**src/design/swarm_pkg.sv**
```systemverilog
`default_nettype none

package swarm_pkg;

   // ----------------------------------------
   // widths
   // ----------------------------------------
   localparam int LOCALE_W    = 16;
   localparam int TS_W        = 32;
   localparam int CQ_SLOT_W   = 6;
   localparam int THREAD_W    = 2;  // enough for the default 4 threads.
   localparam int FIFO_SIZE_W = 6;

   localparam int ADDR_W      = 32;
   localparam int LINE_W      = 512;
   localparam int STRB_W      = LINE_W / 8;
   localparam int LINE_OFF_W  = $clog2(STRB_W);       // byte offset inside a line.
   localparam int WORD_SEL_W  = $clog2(LINE_W / TS_W); // word index inside a line.

   // ----------------------------------------
   // task records
   // ----------------------------------------
   typedef struct packed {
      logic [LOCALE_W-1:0] locale;
      logic [TS_W-1:0]     ts;
   } task_desc_t;

   typedef struct packed {
      task_desc_t           task_desc;
      logic [CQ_SLOT_W-1:0] cq_slot;
   } task_in_t;

   // object carries the stored value once the read stage has fetched it.
   typedef struct packed {
      task_desc_t           task_desc;
      logic [CQ_SLOT_W-1:0] cq_slot;
      logic [TS_W-1:0]      object;
      logic [THREAD_W-1:0]  thread;
   } rw_write_t;

   // ----------------------------------------
   // register bus and encodings
   // ----------------------------------------
   typedef struct packed {
      logic        wvalid;
      logic [7:0]  waddr;
      logic [31:0] wdata;
   } reg_wr_t;

   typedef enum logic [7:0] {
      RW_BASE_ADDR    = 8'h00,
      FIFO_OUT_THRESH = 8'h04
   } rw_reg_e;

   typedef enum logic [1:0] {
      IDLE,
      READ,
      HOLD
   } rd_state_e;

endpackage

`default_nettype wire
```
**src/design/rw_write_stage.sv**
```systemverilog
`timescale 1ns/1ps
`default_nettype none

module rw_write_stage #(
   parameter int LOG_DEPTH = 1
) (
   input  logic                                 clk,
   input  logic                                 rstn,
   input  logic                                 task_in_valid,
   output logic                                 task_in_ready,
   input  swarm_pkg::rw_write_t                 task_in,
   output logic                                 wvalid,
   input  logic                                 wready,
   output logic [swarm_pkg::ADDR_W-1:0]         waddr,
   output logic [swarm_pkg::LINE_W-1:0]         wdata,
   output logic [swarm_pkg::STRB_W-1:0]         wstrb,
   output logic                                 task_out_valid,
   input  logic                                 task_out_ready,
   output swarm_pkg::task_desc_t                task_out,
   output logic [swarm_pkg::CQ_SLOT_W-1:0]      task_out_cq_slot,
   input  logic [swarm_pkg::FIFO_SIZE_W-1:0]    task_out_fifo_occ,
   output logic                                 unlock_locale,
   output logic [swarm_pkg::THREAD_W-1:0]       unlock_thread,
   output logic                                 finish_valid,
   input  logic                                 finish_ready,
   output logic [swarm_pkg::CQ_SLOT_W-1:0]      finish_slot,
   input  swarm_pkg::reg_wr_t                   reg_wr,
   output logic [swarm_pkg::ADDR_W-1:0]         base_addr
);

   import swarm_pkg::*;

   logic [FIFO_SIZE_W-1:0] out_thresh;
   logic                   fin_push_valid;
   logic                   fin_full;
   logic                   fin_empty;
   logic [WORD_SEL_W-1:0]  widx;

   // ----------------------------------------
   // compare and dispatch
   // ----------------------------------------
   assign waddr = base_addr
                + {{(ADDR_W - LOCALE_W - 2){1'b0}}, task_in.task_desc.locale, 2'b00};
   assign widx  = waddr[LINE_OFF_W-1:2];
   assign wdata = {(LINE_W / TS_W){task_in.task_desc.ts}};  // strobe picks the word.

   always_comb begin
      wvalid         = 1'b0;
      wstrb          = '0;
      task_in_ready  = 1'b0;
      fin_push_valid = 1'b0;
      wstrb[widx * 4 +: 4] = 4'hf;
      if (task_in_valid && (task_out_fifo_occ < out_thresh)) begin
         if (task_in.object > task_in.task_desc.ts) begin
            // a shorter distance is stored and the task passed on.
            wvalid        = !task_out_valid || task_out_ready;
            task_in_ready = wvalid && wready;
         end else begin
            fin_push_valid = 1'b1;
            task_in_ready  = !fin_full;
         end
      end
   end

   assign unlock_locale = task_in_valid && task_in_ready;
   assign unlock_thread = task_in.thread;

   // ----------------------------------------
   // forward path
   // ----------------------------------------
   always_ff @(posedge clk) begin
      if (!rstn) begin
         task_out_valid <= 1'b0;
      end else begin
         if (wvalid && wready) task_out_valid <= 1'b1;
         else if (task_out_ready) task_out_valid <= 1'b0;
      end
   end

   always_ff @(posedge clk) begin
      if (wvalid && wready) begin
         task_out         <= task_in.task_desc;
         task_out_cq_slot <= task_in.cq_slot;
      end
   end

   // ----------------------------------------
   // finish path
   // ----------------------------------------
   slot_fifo #(
      .WIDTH     (CQ_SLOT_W),
      .LOG_DEPTH (LOG_DEPTH)
   ) finish_fifo_i (
      .clk     (clk),
      .rstn    (rstn),
      .wr_en   (fin_push_valid && !fin_full),
      .wr_data (task_in.cq_slot),
      .rd_en   (finish_valid && finish_ready),
      .rd_data (finish_slot),
      .full    (fin_full),
      .empty   (fin_empty)
   );

   assign finish_valid = !fin_empty;

   // ----------------------------------------
   // config registers
   // ----------------------------------------
   always_ff @(posedge clk) begin
      if (!rstn) begin
         base_addr  <= '0;
         out_thresh <= '1;
      end else if (reg_wr.wvalid) begin
         case (reg_wr.waddr)
            RW_BASE_ADDR    : base_addr  <= {reg_wr.wdata[ADDR_W-1:2], 2'b00};
            FIFO_OUT_THRESH : out_thresh <= reg_wr.wdata[FIFO_SIZE_W-1:0];
            default         : ;
         endcase
      end
   end

   a_wvalid_task : assert property (@(posedge clk) disable iff (!rstn)
      wvalid |-> task_in_valid);

endmodule

`default_nettype wire

```
**src/design/slot_fifo.sv**
```systemverilog
`timescale 1ns/1ps
`default_nettype none

module slot_fifo #(
   parameter int WIDTH     = 6,
   parameter int LOG_DEPTH = 1
) (
   input  logic             clk,
   input  logic             rstn,
   input  logic             wr_en,
   input  logic [WIDTH-1:0] wr_data,
   input  logic             rd_en,
   output logic [WIDTH-1:0] rd_data,
   output logic             full,
   output logic             empty
);

   localparam int DEPTH = 2 ** LOG_DEPTH;

   logic [WIDTH-1:0] mem [DEPTH];
   logic [LOG_DEPTH:0] wr_ptr;  // extra msb tells full from empty.
   logic [LOG_DEPTH:0] rd_ptr;

   assign empty   = (wr_ptr == rd_ptr);
   assign full    = (wr_ptr == {~rd_ptr[LOG_DEPTH], rd_ptr[LOG_DEPTH-1:0]});
   assign rd_data = mem[rd_ptr[LOG_DEPTH-1:0]];

   always_ff @(posedge clk) begin
      if (!rstn) begin
         wr_ptr <= '0;
         rd_ptr <= '0;
      end else begin
         if (wr_en) wr_ptr <= wr_ptr + 1'b1;
         if (rd_en) rd_ptr <= rd_ptr + 1'b1;
      end
   end

   always_ff @(posedge clk) begin
      if (wr_en) mem[wr_ptr[LOG_DEPTH-1:0]] <= wr_data;
   end

   a_no_overflow : assert property (@(posedge clk) disable iff (!rstn) wr_en |-> !full);
   a_no_underflow : assert property (@(posedge clk) disable iff (!rstn) rd_en |-> !empty);

endmodule

`default_nettype wire

```
**config.mk**
```make
export PLATFORM = sky130hd
export DESIGN_NAME = rw_write_stage
export DESIGN_NICKNAME = d
export VERILOG_FILES = /design/src/design/swarm_pkg.sv /design/src/design/rw_write_stage.sv /design/src/design/slot_fifo.sv
export SDC_FILE = /design/constraint.sdc
export NUM_CORES = 1
export LEC_CHECK = 0
export BUFFER_PORTS_ARGS = -buffer_cell sky130_fd_sc_hd__clkbuf_2
export CAP_MARGIN = 20
export CORE_AREA = 2 2 327 329
export DETAILED_ROUTE_END_ITERATION = 8
export DIE_AREA = 0 0 329 331
export PLACE_DENSITY = 0.36
export SLEW_MARGIN = 20
export SYNTH_ARGS = -nofsm -noshare
export SYNTH_HDL_FRONTEND = slang
export SYNTH_HIERARCHICAL = 1
export SYNTH_SLANG_ARGS = --single-unit
```
**constraint.sdc**
```tcl
create_clock -name clk -period 4.1 [get_ports clk]
set_input_delay 0.41 -clock clk [delete_from_list [all_inputs] [get_ports clk]]
set_output_delay 0.41 -clock clk [all_outputs]
set_load 0.01 [all_outputs]
```
## Word-level counts from Yosys, hierarchy flattened

Memory sizes are Yosys's and may differ from the RTL's. A register that Yosys moved wholly into a read port is not among the register bits.
Index checks and enable logic that the tools add are counted.

- Word-level logic and storage cells: 48
- Input port bits: 141
- Register bits after elaboration: 95
- Output and inout port bits: 707
- Memory bits (writable): 12
- Memories kept: 1

Memory list:

| name | words | bits a word | rd ports | clocked after memory_dff | wr ports | line | RTL |
|---|---|---|---|---|---|---|---|
| finish_fifo_i.mem | 2 | 6 | 1 | 1 | 1 | slot_fifo.sv:20 | `logic [WIDTH-1:0] mem [DEPTH];` |

- Shifts and indexed selects: 2
- $add $sub $neg: 4
- Mux-type cells: 12
- Reduce and logical (&&, ||, !) cells: 14
- Bitwise operators: 2
- Eq/ne operators: 3
- $lt $le $gt $ge: 2

Operator list:

| cell | count |
|---|---|
| 64-bit AND | 1 |
| 4-bit by 34-bit variable shift with 64-bit output (first input constant) | 1 |
| 4-bit by 34-bit indexed part select with 64-bit output (first input constant) | 1 |
| 6-bit negation with 34-bit output | 1 |
| 32-bit by 18-bit adder with 32-bit output | 1 |
| 32-bit greater-than comparator | 1 |
| 1-bit 2-to-1 mux | 12 |
| 8-bit by 3-bit == test with 1-bit output (second input constant) | 1 |
| 8-bit zero test | 1 |
| 1-bit logical AND | 6 |
| 6-bit < comparator | 1 |
| 2-bit by 1-bit adder with 2-bit output (second input constant) | 2 |
| 2-bit == test | 2 |
| 2-bit AND reduction | 2 |
| 1-bit zero test | 3 |
| 2-bit nonzero test | 1 |
| 1-bit logical OR | 1 |
| 1-bit NOT | 1 |

## Longest topological paths before layout

- Word-level depth: 6
- Gate-level depth with buffers: 10
- Gate-level depth less buffers: 10

## Cells and area by module

The synthesis kept the hierarchy.

By module, submodules not included:

| module | times used | seq. area each (µm²) | cells an instance | area each (µm²) |
|---|---|---|---|---|
| rw_write_stage | 1 | 2362.3 | 1164 | 9874.5 |
| slot_fifo | 1 | 460.4 | 42 | 678.2 |

## Worst setup path after synthesis

OpenSTA, ideal clock, no wires.

- Path type: in2reg
- Start point: input task_in[70] in the netlist's numbering
- End point: register task_out[0] in the netlist's numbering (enable)
- Path buffers: 0
- Setup time: 0.466 ns
- Arrival time: 3.886 ns
- Data required time: 3.634 ns
- Stages: 8
- Slack: -0.252 ns
- Cell sequence: inv_1 > ha_1 > nand4_1 > nor4_2 > a22oi_1 > o211ai_1 > a2bb2oi_2 > nor2_1

- Word-level cells in the longest chain between the ends: 4

Ends and longest elaborated chain:

| element | line | RTL |
|---|---|---|
| from (decl) | rw_write_stage.sv:11 | `input swarm_pkg::rw_write_t task_in,` |
| 32-bit greater-than comparator | rw_write_stage.sv:54 | `if (task_in.object > task_in.task_desc.ts) begin` |
| 1-bit 2-to-1 mux | rw_write_stage.sv:54 |  |
| 1-bit 2-to-1 mux | rw_write_stage.sv:53 | `if (task_in_valid && (task_out_fifo_occ < out_thresh)) begin` |
| 1-bit logical AND | rw_write_stage.sv:81 | `if (wvalid && wready) begin` |
| to (signal assigned) | rw_write_stage.sv:82 | `task_out <= task_in.task_desc;` |
| to (decl) | rw_write_stage.sv:19 | `output swarm_pkg::task_desc_t task_out,` |

Every way passes these cells.
A chain may end at the register's enable or synchronous reset.

## Worst setup path in the final report

- Start point: register base_addr[2] in the netlist's numbering
- End point: output wstrb[48] in the netlist's numbering

- Word-level cells in the longest chain between the ends: 4
- Elaborated cells on any way between the ends: 5
- Those cells by class: 2 x add/sub; 2 x shift; 1 x bitwise

Ends and longest elaborated chain:

| element | line | RTL |
|---|---|---|
| from (decl) | rw_write_stage.sv:28 | `output logic [swarm_pkg::ADDR_W-1:0] base_addr` |
| from (signal assigned) | rw_write_stage.sv:115 | `RW_BASE_ADDR : base_addr <= {reg_wr.wdata[ADDR_W-1:2], 2'b00};` |
| 32-bit by 18-bit adder with 32-bit output * | rw_write_stage.sv:43 | `+ {{(ADDR_W - LOCALE_W - 2){1'b0}}, task_in.task_desc.locale, 2'b00};` |
| 6-bit negation with 34-bit output * | rw_write_stage.sv:52 | `wstrb[widx * 4 +: 4] = 4'hf;` |
| 4-bit by 34-bit indexed part select with 64-bit output or 4-bit by 34-bit variable shift with 64-bit output (tied branches) | rw_write_stage.sv:52 |  |
| 64-bit AND (no line) * | - |  |
| to (decl) | rw_write_stage.sv:16 | `output logic [swarm_pkg::STRB_W-1:0] wstrb,` |

Every way passes the cells marked *; elsewhere a longest branch is shown, timed or not.

==> out/results.md <==
| Item | This run | Unit |
| --- | --- | --- |
| Highest Clock Rate | 273 | MHz |
| Area of the multi-input gates | 0.00317 | sq mm |
| CP Data Required Time | 3.69 | ns |
| Post-synth design cell area | 0.0106 | sq mm |
| Share of layout cells above drive strength 1 | 0.607 | - |
| Worst setup slack before clock tree synthesis | 0.336 | ns |
| Run status | completed | - |
| Setup repair after global routing missed its margin | false | - |
| Maximum fanout count along the critical path | 6 | - |
| Boundary Pins | 848 | - |
| Number of distinct library cells after synthesis | 66 | - |
| Largest net degree at the start of global routing | 31 | - |
| Fin. max-slew vios | 0 | - |
| # hold bufs at CTS | 0 | - |
| Maximum VDD drop | 0.168 | mV |
| Number of flip-flops and latches in the synthesized netlist | 108 | - |
| Clock sinks | 108 | - |
| Grt ovf | 0 | - |
| Portion of the clock cycle consumed by the worst path in the final layout | 0.895 | - |
| Synth async-reset ratio | 0 | - |
| Post-CTS Setup Repair Bufs | 0 | - |
| Number of fillers in the final layout | 12154 | - |
| Detailed Route WL | 41600 | microns |
| Total number of yosys warnings | 6 | - |
| Arrival time at the worst endpoint | 3.26 | ns |
| Placement-stage cell area | 0.0123 | sq mm |
| Worst hold slack across all endpoints | 0.202 | ns |
| Cells resized by post-CTS repair | 0 | - |
| Total Die Area | 0.109 | sq mm |
| Lkg Pwr | 6.37 | nW |
| Antenna violations before repair | 10 | - |
| Reg area | 0.00282 | sq mm |
| Most used flip-flop cell after synthesis | sky130_fd_sc_hd__edfxtp_1 | - |
| HPWL after detailed placement | 35800 | microns |
| Wire length of the first global-routing pass | 55500 | microns |
| Mean post-synth cell area | 8.75 | sq um |
| Maximum count of clock buffers along a single path | 2 | - |
| Slew at the pin closest to its max-slew limit | 0.723 | ns |
| Initial DRT Pass Iterations | 4 | - |
| Core Box Area | 0.105 | sq mm |
| Number of cells in the finished layout apart from fillers | 2895 | - |
| TritonCTS clock tree | built | - |
| Drt first-iter violations | 303 | - |
| Number of buffers created by CTS | 9 | - |
| Areal power density over the cells | 247 | mW/mm^2 |
| Mean number of vias per cell | 2.88 | - |
| Initial Utilization | 0.101 | - |
| Total Nets Final | 1696 | - |
| Clock root cell | sky130_fd_sc_hd__clkbuf_16 | - |
| Clock transition at path regs | 0.10 | ns |
| Post-DR wirelength/cell | 14.4 | microns |
| Class of the most critical hold timing path | input port to flop | - |
| Number of nets still failing antenna checks after routing | 0 | - |
| Final Instance Area | 0.0126 | sq mm |
| Total power after layout | 3.12 | mW |
| Final period demand of the worst path | 3.67 | ns |
| Dpl cells | 2877 | - |
| Insertion delay to the later sink of the worst-skew pair | 0.42 | ns |
| Instance count of the mapped netlist | 1206 | - |
| Count of flip-flops with a built-in enable after synthesis | 66 | - |
| Number of global-route vias before repair | 7339 | - |
| CTS H-tree lvls | 3 | - |
| Kind of launch point of the worst setup path | flop | - |
| Proportion of netlist area held by the largest area contributor | 0.403 | - |
| Type of the setup path with the least slack | flop to output pin | - |
| Fin util | 0.120 | - |
| Overall die width | 329 | microns |
| Max-slew headroom at the worst pin | 0.518 | - |
| Part of the Yosys area used for sequential elements | 0.267 | - |
| Total of max-cap violations | 0 | - |
| Routed via count | 8337 | - |
| Final setup violation count | 0 | - |
| Critical Path Sink Type | output pin | - |
| Dominant cells by area after synthesis | sky130_fd_sc_hd__buf_4, sky130_fd_sc_hd__edfxtp_1, sky130_fd_sc_hd__dfxtp_1, sky130_fd_sc_hd__ha_1, sky130_fd_sc_hd__nand2_1 | - |
| Count of port buffers added during placement | 839 | - |
| DIE HEIGHT | 331 | microns |
| Final estimated routing congestion in global placement | 0.728 | - |
| Worst setup skew after layout | 0.0192 | ns |
| Site Rows | 119 | - |
| Crit path setup slack, layout | 0.432 | ns |
| Drc violations | 0 | - |
| Library cell with the largest summed area after synthesis | sky130_fd_sc_hd__buf_4 | - |
| Area Growth Syn to Fin | 19.7 | % |
| Global routing usage summed across all routing layers | 0.0716 | - |
| Total Neg Setup Slack | 0 | ns |
| Final hold violation count | 0 | - |
## path summary, 6_finish.rpt
path	start	to	slack, ns	cells after the start
hold reg to reg	finish_fifo_i/wr_ptr[1]	finish_fifo_i/wr_ptr[1]	0.48	2
hold / removal	reg_wr[14]	base_addr[14]	0.20	3
setup / recovery	base_addr[2]	wstrb[48]	0.43	9
setup reg to reg	out_thresh[1]	finish_fifo_i/mem[0][3]	1.06	8
## routing by layer
layer | wire, microns | up-vias | track usage | share of wire
met1 | 19000 | 3866 | 0.0956 | 0.46
met3 | 2900 | 27 | 0.0198 | 0.070
met2 | 19100 | 401 | 0.112 | 0.46
met4 | 540 | 10 | 0.0210 | 0.013
met5 | 57 | - | 0 | 0.0014
li1 | - | 4033 | - | -
## cell families (layout without fill, tap and decap cells)
kind of cell	after synthesis	count (layout)	synth area share
compound gates	139	139	0.0900
xor+xnor	21	21	0.0174
fa+ha+maj	58	58	0.0695
buf+inv	641	934	0.435
flops	108	108	0.267
mux	15	15	0.0171
other cells	1	6	0.000355
simple gates	223	223	0.104
## state kept, by name, summed over array words and instances (netlist names), named ones only
signal,cells
base_addr,30
finish_fifo_i/rd_ptr,2
finish_fifo_i/mem,12
task_out_cq_slot,6
finish_fifo_i/wr_ptr,2
task_out_valid,1
out_thresh,6
task_out,48
## area by class of cell
cell class	instances	area share
timing repair buffer	866	0.349
multi-input combinational	460	0.251
sequential	108	0.223
tap	1391	0.138
clock buffer	11	0.0192
inverter	52	0.0155
clock inverter	5	0.00366
antenna	2	0.000396
## critical path, cell delays in order (launching register included)
cell and delay, ns:
sky130_fd_sc_hd__dfxtp_1 0.41, sky130_fd_sc_hd__ha_1 0.20, sky130_fd_sc_hd__inv_1 0.06, sky130_fd_sc_hd__fa_1 0.40, sky130_fd_sc_hd__xnor2_1 0.38, sky130_fd_sc_hd__nor3_1 0.12
sky130_fd_sc_hd__ha_1 0.36, sky130_fd_sc_hd__or3_1 0.45, sky130_fd_sc_hd__nor2_1 0.28, sky130_fd_sc_hd__clkbuf_2 0.20
## cells in the mapped netlist (all sizes together) (5+ instances only)
master and number:
o21ai 15, nand3 21, a211oi 5, nor4 7, a21oi 64, a311o 6, clkbuf 12, mux2 6
xnor2 12, edfxtp 66, nand2b 6, and3 7, a21o 10, nand4 14, xor2 9, ha 57
dfxtp 42, nor3 6, nand2 97, inv 52, buf 577, mux2i 9, nor2b 11, a2111oi 5
nor2 31
## report_power, final
group | switching, mW | internal, mW | leakage (nW)
registers | 0.0195 | 1.19 | 0.943
clock network | 0.543 | 0.441 | 0.142
logic | 0.569 | 0.358 | 5.29
## layout by cell type (no fill, tap or decap), types with 10 or more instances in the layout
master and instances:
sky130_fd_sc_hd__a21o_1 10, sky130_fd_sc_hd__a21oi_1 64, sky130_fd_sc_hd__buf_4 26, sky130_fd_sc_hd__clkbuf_2 839, sky130_fd_sc_hd__dfxtp_1 42, sky130_fd_sc_hd__edfxtp_1 66, sky130_fd_sc_hd__ha_1 57, sky130_fd_sc_hd__inv_1 52
sky130_fd_sc_hd__nand2_1 97, sky130_fd_sc_hd__nand3_1 21, sky130_fd_sc_hd__nand4_1 12, sky130_fd_sc_hd__nor2_1 29, sky130_fd_sc_hd__nor2b_1 11, sky130_fd_sc_hd__o21ai_0 10, sky130_fd_sc_hd__xnor2_1 12
Note: power is estimated with default switching activity, not from simulation.
