$ cat src/design/swarm_pkg.sv
`default_nettype none

package swarm_pkg;

   // ----------------------------------------
   // widths
   // ----------------------------------------
   localparam int LOCALE_W    = 16;
   localparam int TS_W        = 32;
   localparam int CQ_SLOT_W   = 6;
   localparam int THREAD_W    = 2;  // enough for the default 4 threads.
   localparam int FIFO_SIZE_W = 6;

   localparam int ADDR_W      = 32;
   localparam int LINE_W      = 512;
   localparam int STRB_W      = LINE_W / 8;
   localparam int LINE_OFF_W  = $clog2(STRB_W);       // byte offset inside a line.
   localparam int WORD_SEL_W  = $clog2(LINE_W / TS_W); // word index inside a line.

   // ----------------------------------------
   // task records
   // ----------------------------------------
   typedef struct packed {
      logic [LOCALE_W-1:0] locale;
      logic [TS_W-1:0]     ts;
   } task_desc_t;

   typedef struct packed {
      task_desc_t           task_desc;
      logic [CQ_SLOT_W-1:0] cq_slot;
   } task_in_t;

   // object carries the stored value once the read stage has fetched it.
   typedef struct packed {
      task_desc_t           task_desc;
      logic [CQ_SLOT_W-1:0] cq_slot;
      logic [TS_W-1:0]      object;
      logic [THREAD_W-1:0]  thread;
   } rw_write_t;

   // ----------------------------------------
   // register bus and encodings
   // ----------------------------------------
   typedef struct packed {
      logic        wvalid;
      logic [7:0]  waddr;
      logic [31:0] wdata;
   } reg_wr_t;

   typedef enum logic [7:0] {
      RW_BASE_ADDR    = 8'h00,
      FIFO_OUT_THRESH = 8'h04
   } rw_reg_e;

   typedef enum logic [1:0] {
      IDLE,
      READ,
      HOLD
   } rd_state_e;

endpackage

`default_nettype wire
$ cat src/design/rw_read_stage.sv
`timescale 1ns/1ps
`default_nettype none

module rw_read_stage (
   input  logic                               clk,
   input  logic                               rstn,
   input  logic                               in_valid,
   output logic                               in_ready,
   input  swarm_pkg::rw_write_t               in_rec,
   input  logic [swarm_pkg::ADDR_W-1:0]       base_addr,
   output logic                               rd_req,
   output logic [swarm_pkg::ADDR_W-1:0]       rd_addr,
   input  logic [swarm_pkg::LINE_W-1:0]       rd_data,
   output logic                               out_valid,
   input  logic                               out_ready,
   output swarm_pkg::rw_write_t               out_rec
);

   import swarm_pkg::*;

   rd_state_e             state;
   rw_write_t             rd_rec;
   logic [WORD_SEL_W-1:0] rd_widx;
   rw_write_t             front_rec;
   logic                  front_go;

   // ----------------------------------------
   // request side
   // ----------------------------------------
   assign in_ready = (state == IDLE) || !out_valid;
   assign rd_req   = in_valid && in_ready;
   assign rd_addr  = base_addr
                   + {{(ADDR_W - LOCALE_W - 2){1'b0}}, in_rec.task_desc.locale, 2'b00};

   // front slot moves to the output register when that one frees up.
   assign front_go = (state != IDLE) && (!out_valid || out_ready);

   always_comb begin
      front_rec = rd_rec;
      if (state == READ) front_rec.object = rd_data[rd_widx * TS_W +: TS_W];
   end

   // ----------------------------------------
   // control
   // ----------------------------------------
   always_ff @(posedge clk) begin
      if (!rstn) begin
         state     <= IDLE;
         out_valid <= 1'b0;
      end else begin
         if (rd_req) state <= READ;
         else if (front_go) state <= IDLE;
         else if (state == READ) state <= HOLD;  // keep the word while the output is busy.

         if (front_go) out_valid <= 1'b1;
         else if (out_ready) out_valid <= 1'b0;
      end
   end

   // ----------------------------------------
   // payload
   // ----------------------------------------
   always_ff @(posedge clk) begin
      if (rd_req) begin
         rd_rec  <= in_rec;
         rd_widx <= rd_addr[LINE_OFF_W-1:2];
      end else if (state == READ) begin
         rd_rec.object <= rd_data[rd_widx * TS_W +: TS_W];
      end
      if (front_go) out_rec <= front_rec;
   end

endmodule

`default_nettype wire

$ cat config.mk
export PLATFORM = sky130hd
export DESIGN_NAME = rw_read_stage
export DESIGN_NICKNAME = d
export VERILOG_FILES = /design/src/design/swarm_pkg.sv /design/src/design/rw_read_stage.sv
export SDC_FILE = /design/constraint.sdc
export NUM_CORES = 1
export LEC_CHECK = 0
export ABC_AREA = 1
export ABC_CLOCK_PERIOD_IN_PS = 10550
export BUFFER_PORTS_ARGS = -buffer_cell sky130_fd_sc_hd__buf_2
export CORE_AREA = 2 2 300 302
export CTS_BUF_LIST = sky130_fd_sc_hd__clkbuf_4
export CTS_CLUSTER_SIZE = 14
export DETAILED_ROUTE_END_ITERATION = 12
export DIE_AREA = 0 0 302 304
export RECOVER_POWER = 100
export SLEW_MARGIN = 20
export SYNTH_ARGS = -nofsm -noshare
export SYNTH_HDL_FRONTEND = slang
export SYNTH_SLANG_ARGS = --single-unit
$ cat constraint.sdc
create_clock -name clk -period 10.55 [get_ports clk]
set_input_delay 0.5275 -clock clk [delete_from_list [all_inputs] [get_ports clk]]
set_output_delay 0.5275 -clock clk [all_outputs]
set_load 0.02 [all_outputs]
Word-level counts from Yosys, hierarchy flattened
Index checks and enable logic that the tools add are counted.
{"block": "totals", "register_bits": 183, "output_inout_bits": 123}
{"block": "classes", "addsub": 1, "eq_ne": 1, "shifts": 1, "n_mux": 7, "n_bitwise": 1, "n_reduce_logical": 10}
{"operator": "indexed part select 512 x 10 -> 32 bit", "n": 1}
{"operator": "two-way mux 32 bit", "n": 2}
{"operator": "adder 32 x 18 -> 32 bit", "n": 1}
{"operator": "two-way mux 1 bit", "n": 5}
{"operator": "nonzero test 2 bit", "n": 2}
{"operator": "nonzero test 3 bit", "n": 1}
{"operator": "OR reduction 3 bit", "n": 1}
{"operator": "equality test 2 x 1 -> 1 bit, second input constant", "n": 1}
{"operator": "logical AND 1 bit", "n": 2}
{"operator": "logical NOT 2 bit", "n": 1}
{"operator": "logical OR 1 bit", "n": 2}
{"operator": "logical NOT 1 bit", "n": 1}
{"operator": "inverter 1 bit", "n": 1}

Longest topological paths before layout
Gate-level depths: netlist of run 1.
{"block": "depth", "depth_word": 5, "depth_mapped": 12}

Worst setup path before layout of run 1
No wires, ideal clock.
{"block": "synth_path", "path_type": "input to register", "start": "in out_ready", "end": "reg out_rec[0] (netlist name), enable pin", "setup_ns": 0.536, "arrival_ns": 4.270, "t_required_ns": 10.014, "slack_ns": 5.744, "path_stages": 2, "n_path_buf": 0, "cell_sequence": "nor2_1 > nor2_1"}
{"block": "synth_via", "elab_chain_cells": 2}
{"item": "start, declared", "line": "rw_read_stage.sv:15", "source": "input logic out_ready,"}
{"item": "logical OR 1 bit", "line": "rw_read_stage.sv:36", "source": "assign front_go = (state != IDLE) && (!out_valid || out_ready);"}
{"item": "logical AND 1 bit", "line": "rw_read_stage.sv:36"}
{"item": "via front_go", "line": "rw_read_stage.sv:25", "source": "logic front_go;"}
{"item": "end signal, assigned", "line": "rw_read_stage.sv:70", "source": "if (front_go) out_rec <= front_rec;"}
{"item": "end, declared", "line": "rw_read_stage.sv:16", "source": "output swarm_pkg::rw_write_t out_rec"}
The timed path passes the listed nets, and every way through them passes these cells.
A chain may end at the register's enable or synchronous reset.

Final worst setup path of run 1
{"block": "layout_path", "start": "reg rd_widx[1]", "end": "reg rd_rec[18] (netlist name)"}
{"block": "layout_via", "elab_chain_cells": 3}
{"item": "start, declared", "line": "rw_read_stage.sv:23", "source": "logic [WORD_SEL_W-1:0] rd_widx;"}
{"item": "start signal, assigned", "line": "rw_read_stage.sv:66", "source": "rd_widx <= rd_addr[LINE_OFF_W-1:2];"}
{"item": "indexed part select 512 x 10 -> 32 bit", "line": "rw_read_stage.sv:68", "source": "rd_rec.object <= rd_data[rd_widx * TS_W +: TS_W];"}
{"item": "two-way mux 32 bit", "line": "rw_read_stage.sv:67", "source": "end else if (state == READ) begin"}
{"item": "two-way mux 32 bit", "line": "rw_read_stage.sv:64", "source": "if (rd_req) begin"}
{"item": "end signal, assigned", "line": "rw_read_stage.sv:65", "source": "rd_rec <= in_rec;"}
{"item": "end, declared", "line": "rw_read_stage.sv:22", "source": "rw_write_t rd_rec;"}
Every way passes these cells.

==> metrics.txt, run 1 <==
die width=302 um; crit path DAT=6690 ps; post-CTS sizing=0; vias in the first global route=15.4k; Mapped Cells=1858; post-route ant nets=0; via/cell ratio=4.18; Syn Area/Cell=6.91 um^2; Setup Skew=36.8 ps; post-synth top area share=34.6%; GR Util met2=27.2%; sequential area share after synthesis=40.1%; worst relative slew slack=-163%; share of cells above drive strength 1=26.5%; post-layout min period=6040 ps; RSZ-0062 raised after global routing=false; gr usage total=17.3%; Seq pwr share=40.2%; setup TNS=0 ps; initial DRC count=1317; CP max stage delay=2380 ps; Yosys warning count=0; WHS=188 ps; via count=16.0k; Worst Setup End Kind=flop; Synth Net Count=2511; global-route wire length before repair=111 mm; pin count of the biggest net entering global routing=147; clk root buf=clkbuf_4; CP dominant cell by count=nand3_1; WS Path Type=flop to flop; area leader, netlist=edfxtp_1; Final nets=3273; flops & latches, synth=183; worst-case clock buffer depth=2; Max IR drop VDD=0.0000645 V; clk_lat worst skew=740 ps; WL per Instance=21.5 um; Residual DRC=0; Area growth syn-to-layout=44.4%; top cells by area, synth=edfxtp_1 (35%), nand2_1 (25%), nand3_1 (19%); clock share of power=21.0%; placeable core region=89000 um^2; crit start category=flop; post-synth cell types=32; Clock Sinks=183; failing checks=capacitance limit, slew limit; DP HPWL=65.2 mm; input/output buffers=754; initial antenna violation count=46; htree depth=4; net switching power=0.891 mW; switch share=41.5%; Post-synth ARST share=0%; status=complete, but fails checks; Hold Vio Cnt, Final=0; Critical-path top delay cell=clkinvlp_2; commonest cells in the netlist=nand2_1 (845), nand3_1 (477), edfxtp_1 (148); Max Freq=166 MHz; IO Count=759; Post-synth EDFFs=148; synthesized area=12800 um^2; crit-path cells=clkinvlp_2, clkbuf_1, nand3_1, nand3_1, nand2_1, nand2_1, nand3_1, nand3_1, nand2_1; Combinational Power Share=38.7%; First-pass DRT Iterations=5; Initial Utilization=14.4%; grt total ovfl=0; Die H=304 um; ys flop type=edfxtp_1; CTS tree=built; WP buf/inv=2; GR Layer Usage met1=22.5%; Worst-path clk slew=190 ps; busiest grt layer=met2; total CTS buffers=17; crit path max fanout=67; Static Leak=8.73 nW; final wirelength=82.3 mm; placed inst area=17500 um^2; Final GP Congestion=0.900; fin crit share=57.2%; FP Rows=110; cell-internal power=1.26 mW; HP Class=input port to flop; Required @ worst endpoint=11200 ps; max-slew violations=348; Setup Viol. Count Final=0; most frequent cell after synthesis=nand2_1; total power=2.15 mW; max-cap viol count=6; Crit path max-delay family=buffers and inverters; PD cells=116 nW/um^2; fin area=18500 um^2; worst slew pin tran=3950 ps; GR Util met3=5.33%; die area=91800 um^2
## cell type report
cell class / count / area [um^2]
Clock buffer: 17 / 128
Inverter: 62 / 245
Antenna cell: 21 / 52.6
Sequential cell: 183 / 5140
Clock inverter: 15 / 164
Tap cell: 1176 / 1470
Fill cell: 10245 / 70500
Multi-Input combinational cell: 1494 / 6670
Timing Repair Buffer: 862 / 4650
## worst register-to-register path, cell delays in order (launching register included)
cell	delay, ps
edfxtp_1	500
clkinvlp_2	2380
clkbuf_1	1770
nand3_1	520
nand3_1	160
nand2_1	110
nand2_1	150
nand3_1	160
nand3_1	80
nand2_1	140
## metal layers
metal / share of wire [%] / vias up
met5: 0.20 / -
li1: - / 7664
met3: 8.9 / 116
met2: 45 / 801
met4: 2.2 / 26
met1: 44 / 7397
## path summary, 6_finish.rpt
kind | end | depth (start not counted) | from | slack [ps]
hold / removal | rd_widx[0] | 2 | base_addr[2] | 190
setup / recovery | rd_rec[18] | 9 | rd_widx[1] | 4510
hold reg to reg | out_rec[61] | 0 | front_rec[61] | 420
setup reg to reg | rd_rec[18] | 9 | rd_widx[1] | 4510
## layout by cell type, fill, tap and decap left out, drive strengths merged, types with 34 or more instances in the layout
| cell | n |
|---|---|
| dlygate4sd3 | 90 |
| nand3 | 477 |
| edfxtp | 148 |
| clkbuf | 162 |
| inv | 65 |
| dfxtp | 35 |
| nand2 | 845 |
| buf | 627 |
| or2 | 34 |
| nor2 | 38 |
## through the flow
step / cells / worst slack, ps / util (%)
6_report: 3830 / 4510 / 20.8
2_1_floorplan: 1858 / 5740 / -
4_1_cts: 3808 / 6250 / 21.0
3_3_place_gp: 3686 / 7180 / 19.6
5_1_grt: 3822 / 3980 / 20.8
3_5_place_dp: 3686 / 7170 / 19.6
## registers in the layout (all words and copies together), names as in the netlist
| signal | count |
|---|---|
| front_rec | 56 |
| out_rec | 88 |
| out_valid | 1 |
| rd_rec | 32 |
| rd_widx | 4 |
| state | 2 |
## kinds of logic (layout without fill, tap and decap cells)
family                   Yosys count  count (layout)  share of synthesized area [%]
other                              0              21                              0
AND/OR/NAND/NOR                 1438            1438                           48.2
XOR/XNOR                          12              12                          0.819
AO/OA/AOI/OAI                     27              27                           1.15
buffers and inverters            181             956                           7.98
flip-flops                       183             183                           40.1
adder cells (fa/ha/maj)           17              17                           1.72
## timing repair
action / 4_1_cts / 5_1_grt
setup buffers: 0 / 0
hold buffers: 90 / 0
endpoints found under the hold margin: 90 / 0
## power groups by stage
stage          clock network (mW)  registers, mW  logic [mW]
3_5_place_dp                    0          0.878       0.821
4_1_cts                     0.484          0.863       0.853
6_report                    0.452          0.864       0.831
3_3_place_gp                    0          0.877       0.824
5_1_grt                     0.501          0.870       0.919
2_1_floorplan                   0          0.900       0.427
Note: power is estimated with default switching activity, not from simulation.
==> inputs of run 2 (changes only) <==
- ABC_CLOCK_PERIOD_IN_PS: 10550 -> 5580
- clock period: 10.55 -> 5.58 ns (I/O delays scaled with it)
==> run 2 against run 1 <==
Die area unchanged. Final area increased by 0.87%. The flow still finishes with violations (capacitance limit, slew limit). Clock skew increased by 11 ps. Non-clock buffer count increased by 11. Highest routed layer unchanged. Routed wire length increased by 2.3%. Via count decreased by 0.23%. Clock power increased by 97%. Critical endpoint is now rd_rec[30]. Fmax increased by 47%. Sequential power increased by 90%.
==> metrics.txt, run 2 (same netlist as run 1, synthesis figures left out) <==
vias in the first global route=15.7k (+2.1%); via count=16.0k (-0.23%); initial antenna violation count=39 (-15%); clk_lat worst skew=740 ps (about the same); gr usage total=17.6% (+0.26 points); CTS tree=built; Final nets=3284 (+0.34%); failing checks=capacitance limit, slew limit; FF-to-FF Start=rd_widx[0]; fin area=18700 um^2 (+0.87%); Critical-path top delay cell=clkbuf_1; Static Leak=8.82 nW (+0.96%); crit path max fanout=114 (+70%); Seq pwr share=39.9% (-0.3 points); FP Rows=110 (unchanged); clock share of power=21.6% (+0.6 points); grt total ovfl=0 (unchanged); hold-fix buffers at CTS=95 (+5.6%); WP buf/inv=3 (+1); Required @ worst endpoint=6290 ps (-4910 ps); net switching power=1.74 mW (+96%); Clock Sinks=183 (unchanged); Post-CTS Setup Inserts=0 (unchanged); Biggest register=out_rec; switch share=42.4% (+0.97 points); post-route ant nets=0 (unchanged); Initial Utilization=14.4% (unchanged); worst relative slew slack=-142% (+21 points); input/output buffers=754 (unchanged); commonest non-fill, non-tap cell in the layout=nand2_1; worst-case clock buffer depth=2 (unchanged); DP HPWL=66.9 mm (+2.6%); max-cap viol count=4 (-2); Combinational Power Share=38.5% (-0.2 points); max reg flops=88 (unchanged); PD cells=220 nW/um^2 (+90%); post-layout min period=4100 ps (-1930 ps); final wirelength=84.2 mm (+2.3%); fin crit share=73.6% (+16 points); cell-internal power=2.37 mW (+88%); Final GP Congestion=0.902 (+0.14%); Setup Viol. Count Final=0 (unchanged); total CTS buffers=17 (unchanged); placed inst area=17600 um^2 (+0.44%); IO Count=759 (unchanged); Die H=304 um (unchanged); RSZ-0062 raised after global routing=false; hold wc startpoint=rd_data[328]; setup TNS=0 ps (unchanged); CP startpoint=rd_widx[0]; WL per Instance=21.9 um (+2.1%); status=complete, but fails checks; Worst-path clk slew=250 ps (+60 ps); Max Freq=244 MHz (+47%); First-pass DRT Iterations=5 (unchanged); worst slew pin tran=3640 ps (-316 ps); post-CTS sizing=0 (unchanged); WS Path Type=flop to flop; placeable core region=89000 um^2 (unchanged); crit-path cells=inv_8, clkbuf_1, nand2_1, nand3_1, nand3_1, nand2_1, nand2_1, nand3_1, nand3_1, nand2_1, dlygate4sd3_1; Residual DRC=0 (unchanged); crit path DAT=4810 ps (-1880 ps); Worst Setup End Kind=flop; initial DRC count=1456 (+11%); most frequent cells in the layout=nand2_1 (844), buf_2 (616), nand3_1 (477); WHS=146 ps (-42.1 ps); crit start category=flop; Max IR drop VDD=0.000112 V (+73%); pin count of the biggest net entering global routing=114 (-22%); max-slew violations=172 (-51%); clk root buf=clkbuf_4; Setup Skew=47.9 ps (+11.1 ps); Hold Vio Cnt, Final=0 (unchanged); CP max stage delay=1290 ps (-1090 ps); htree depth=4 (unchanged); share of cells above drive strength 1=26.7% (+0.19 points); global-route wire length before repair=113 mm (+2.0%); HP Class=input port to flop; via/cell ratio=4.16 (-0.41%); Crit path max-delay family=buffers and inverters; die width=302 um (unchanged); Area growth syn-to-layout=45.6%; die area=91800 um^2 (unchanged)
-- run 2: final cells by class --
| cell class | instances | area, um^2 |
|---|---|---|
| antenna | 17 | 42.5 |
| clock buffer | 17 | 128 |
| clock inverter | 15 | 206 |
| fill | 10243 | 70400 |
| inverter | 62 | 249 |
| multi-input combinational | 1494 | 6680 |
| sequential | 183 | 5140 |
| tap | 1176 | 1470 |
| timing repair buffer | 873 | 4770 |
-- run 2: worst paths after layout --
path | slack [ps] | cells after the start | to
hold reg to reg | 410 | 0 | out_rec[40]
hold / removal | 150 | 9 | rd_rec[10]
setup / recovery | 1480 | 11 | rd_rec[30]
setup reg to reg | 1480 | 11 | rd_rec[30]
-- run 2: through the flow --
stage,worst slack (ps),power [mW],cells,utilization [%]
after floorplan,864,2.51,1858,-
after global placement,2690,3.24,3693,19.7
after detailed placement,2680,3.23,3693,19.7
after CTS,2070,4.22,3820,21.2
after global routing,1160,4.37,3830,21.0
final,1480,4.11,3837,21.0
-- run 2: power groups by stage --
stage | registers [mW] | clock network [mW] | logic [mW]
after floorplan | 1.70 | 0 | 0.808
after global placement | 1.66 | 0 | 1.58
after detailed placement | 1.67 | 0 | 1.57
after CTS | 1.64 | 0.949 | 1.63
after global routing | 1.65 | 0.977 | 1.74
final | 1.64 | 0.890 | 1.58
-- run 2: per-layer routing --
metal  global-route usage, %  vias up  part of all wire, %
li1                        -     7690                    -
met1                    23.5     7444                   45
met2                    28.4      708                   45
met3                    3.76      103                  7.3
met4                    4.57       22                  1.9
met5                       0        -                 0.17
-- run 2: tightest hold or removal path: stages --
cell,delay (ps)
buf_2,80
nand2_1,40
nand3_1,60
nand3_1,60
nand2_1,60
nand2_1,40
nand3_1,90
nand3_1,60
nand2_1,50
==> inputs of run 3 (changes only) <==
- ABC_CLOCK_PERIOD_IN_PS: 5580 -> 4100
- clock period: 5.58 -> 4.1 ns (I/O delays scaled with it)
==> run 3 against run 2 <==
The flow still finishes with violations (capacitance limit, slew limit). Hold slack got worse by 51 ps. Power grew 36%. Clock power grew 35%. Via count increased by 0.32%. Non-clock buffer count rose by 25. Count of clock-buffer cells in the layout unchanged.
==> metrics.txt, run 3 (same netlist as run 1, synthesis figures left out) <==
status=complete, but fails checks; failing checks=capacitance limit, slew limit; placeable core region=89000 um^2 (unchanged); initial DRC count=1315 (-9.7%); Hold Vio Cnt, Final=0 (unchanged); clock share of power=21.4% (-0.2 points); die area=91800 um^2 (unchanged); share of cells above drive strength 1=26.8% (+0.087 points); Post-CTS Setup Inserts=0 (unchanged); Max IR drop VDD=0.000169 V (+51%); RSZ-0062 raised after global routing=false; htree depth=4 (unchanged); Combinational Power Share=38.9% (+0.4 points); First-pass DRT Iterations=5 (unchanged); via/cell ratio=4.15 (-0.23%); FP Rows=110 (unchanged); Seq pwr share=39.7% (-0.2 points); Setup Skew=59.1 ps (+11.2 ps); post-route ant nets=0 (unchanged); crit path DAT=4090 ps (-720 ps); Initial Utilization=14.4% (unchanged); Final nets=3309 (+0.76%); max-cap viol count=2 (-2); max reg flops=88 (unchanged); worst relative slew slack=-32.7% (+110 points); Worst-path clk slew=230 ps (-20 ps); IO Count=759 (unchanged); final wirelength=81.3 mm (-3.4%); clk root buf=clkbuf_4; gr usage total=17.0% (-0.57 points); hold wc startpoint=rd_data[328]; crit-path cells=o21ai_0, clkbuf_1, nand2_1, inv_4, clkbuf_1, nand2_1, nand2_1, dlygate4sd3_1; pin count of the biggest net entering global routing=149 (+31%); Die H=304 um (unchanged); DP HPWL=65.7 mm (-1.9%); PD cells=296 nW/um^2 (+35%); Area growth syn-to-layout=47.4%; FF-to-FF Start=state[0]; most frequent cells in the layout=nand2_1 (845), buf_2 (613), nand3_1 (477); Worst Setup End Kind=flop; global-route wire length before repair=110 mm (-3.3%); Final GP Congestion=0.915 (+1.5%); post-layout min period=3390 ps (-718 ps); net switching power=2.31 mW (+32%); initial antenna violation count=48 (+23%); reg2reg path depth=8 (-3); input/output buffers=754 (unchanged); WS Path Type=flop to flop; crit path max fanout=28 (-75%); commonest non-fill, non-tap cell in the layout=nand2_1; CP max stage delay=840 ps (-450 ps); Clock Sinks=183 (unchanged); Residual DRC=0 (unchanged); Setup Viol. Count Final=0 (unchanged); Cells on Worst Hold Path=9 (unchanged); vias in the first global route=15.5k (-1.2%); HP Class=input port to flop; worst r2r dst=rd_rec[32]; worst-case clock buffer depth=2 (unchanged); Biggest register=out_rec; total CTS buffers=17 (unchanged); CP dominant cell by count=nand2_1; grt total ovfl=0 (unchanged); die width=302 um (unchanged); crit start category=flop; flop2flop setup slack=710 ps (-760 ps); cell-internal power=3.29 mW (+39%); Required @ worst endpoint=4800 ps (-1490 ps); WHS Endpoint=rd_rec[10]; WL per Instance=21.1 um (-3.9%); worst slew pin tran=1990 ps (-1650 ps); post-CTS sizing=0 (unchanged); clk_lat worst skew=740 ps (about the same); Critical-path top delay cell=clkbuf_1; WHS=95.6 ps (-50.5 ps); fin crit share=82.6% (+9.0 points); setup TNS=0 ps (unchanged); max-slew violations=90 (-48%); via count=16.0k (+0.32%); switch share=41.3% (-1.2 points); CTS tree=built; Static Leak=8.93 nW (+1.3%); Max Freq=295 MHz (+21%); final core area utilization=21.2% (+0.25 points)
## run 3: cell types whose count changed in the layout (fill, tap and decap cells not counted), sizes merged
cell / previous run / this run
buf: 633 / 641
clkinv: 8 / 9
inv: 69 / 67
bufinv: 0 / 1
dlygate4sd3: 95 / 107
clkbuf: 162 / 167
diode: 17 / 13
## run 3: what timing repair did
item / 4_1_cts / 5_1_grt
hold buffers: 107 / 0
setup endpoints to repair: 0 / 0
hold endpoints to repair: 100 / 0
## run 3: power by group through the flow
stage / registers, mW / clock network (mW) / logic [mW]
after floorplan: 2.31 / 0 / 1.10
after CTS: 2.22 / 1.26 / 2.25
after global routing: 2.23 / 1.31 / 2.40
final: 2.22 / 1.20 / 2.18
after global placement: 2.26 / 0 / 2.15
after detailed placement: 2.26 / 0 / 2.15
## run 3: area by class of cell
| type | count | area [um^2] |
|---|---|---|
| Antenna cell | 13 | 32.5 |
| Clock buffer | 17 | 128 |
| Sequential cell | 183 | 5140 |
| Clock inverter | 15 | 205 |
| Multi-Input combinational cell | 1494 | 6680 |
| Inverter | 62 | 249 |
| Tap cell | 1176 | 1470 |
| Timing Repair Buffer | 898 | 5000 |
| Fill cell | 10202 | 70100 |
## run 3: how the worst max path moves through the flow
| stage | from | end | slack, ps | depth (start not counted) |
|---|---|---|---|---|
| CTS | in_rec[72] | rd_addr[8] | 1110 | 10 |
| global placement | rd_widx[0] | out_rec[33] | 1420 | 9 |
| floorplan | out_valid | out_rec[0] | 890 | 3 |
| detailed placement | rd_widx[0] | out_rec[17] | 1460 | 9 |
| finish | state[0] | rd_rec[32] | 710 | 8 |
| global route | state[0] | rd_rec[31] | 500 | 8 |
## run 3: critical path: cells and delay by family (launching register included)
kind / cells / cell delay (ps)
flip-flops: 1 / 380
AND/OR/NAND/NOR: 3 / 540
buffers and inverters: 4 / 2190
AO/OA/AOI/OAI: 1 / 200
## run 3: layer usage
metal  GRT usage [%]  up-vias  routed length, um
li1                -     7738                  -
met1            21.8     7407              35700
met2            27.8      724              37400
met3            4.62      113               6490
met4            4.80       36               1500
met5               0        -                239
## run 3: through the flow
stage | instance area, um^2 | setup slack (ps) | total power [mW] | instances
finish | 18900 | 714 | 5.60 | 3858
global route | 18900 | 497 | 5.95 | 3852
CTS | 19100 | 1110 | 5.73 | 3845
detailed placement | 17700 | 1460 | 4.41 | 3706
global placement | 17700 | 1420 | 4.41 | 3706
floorplan | 12800 | 893 | 3.41 | 1858
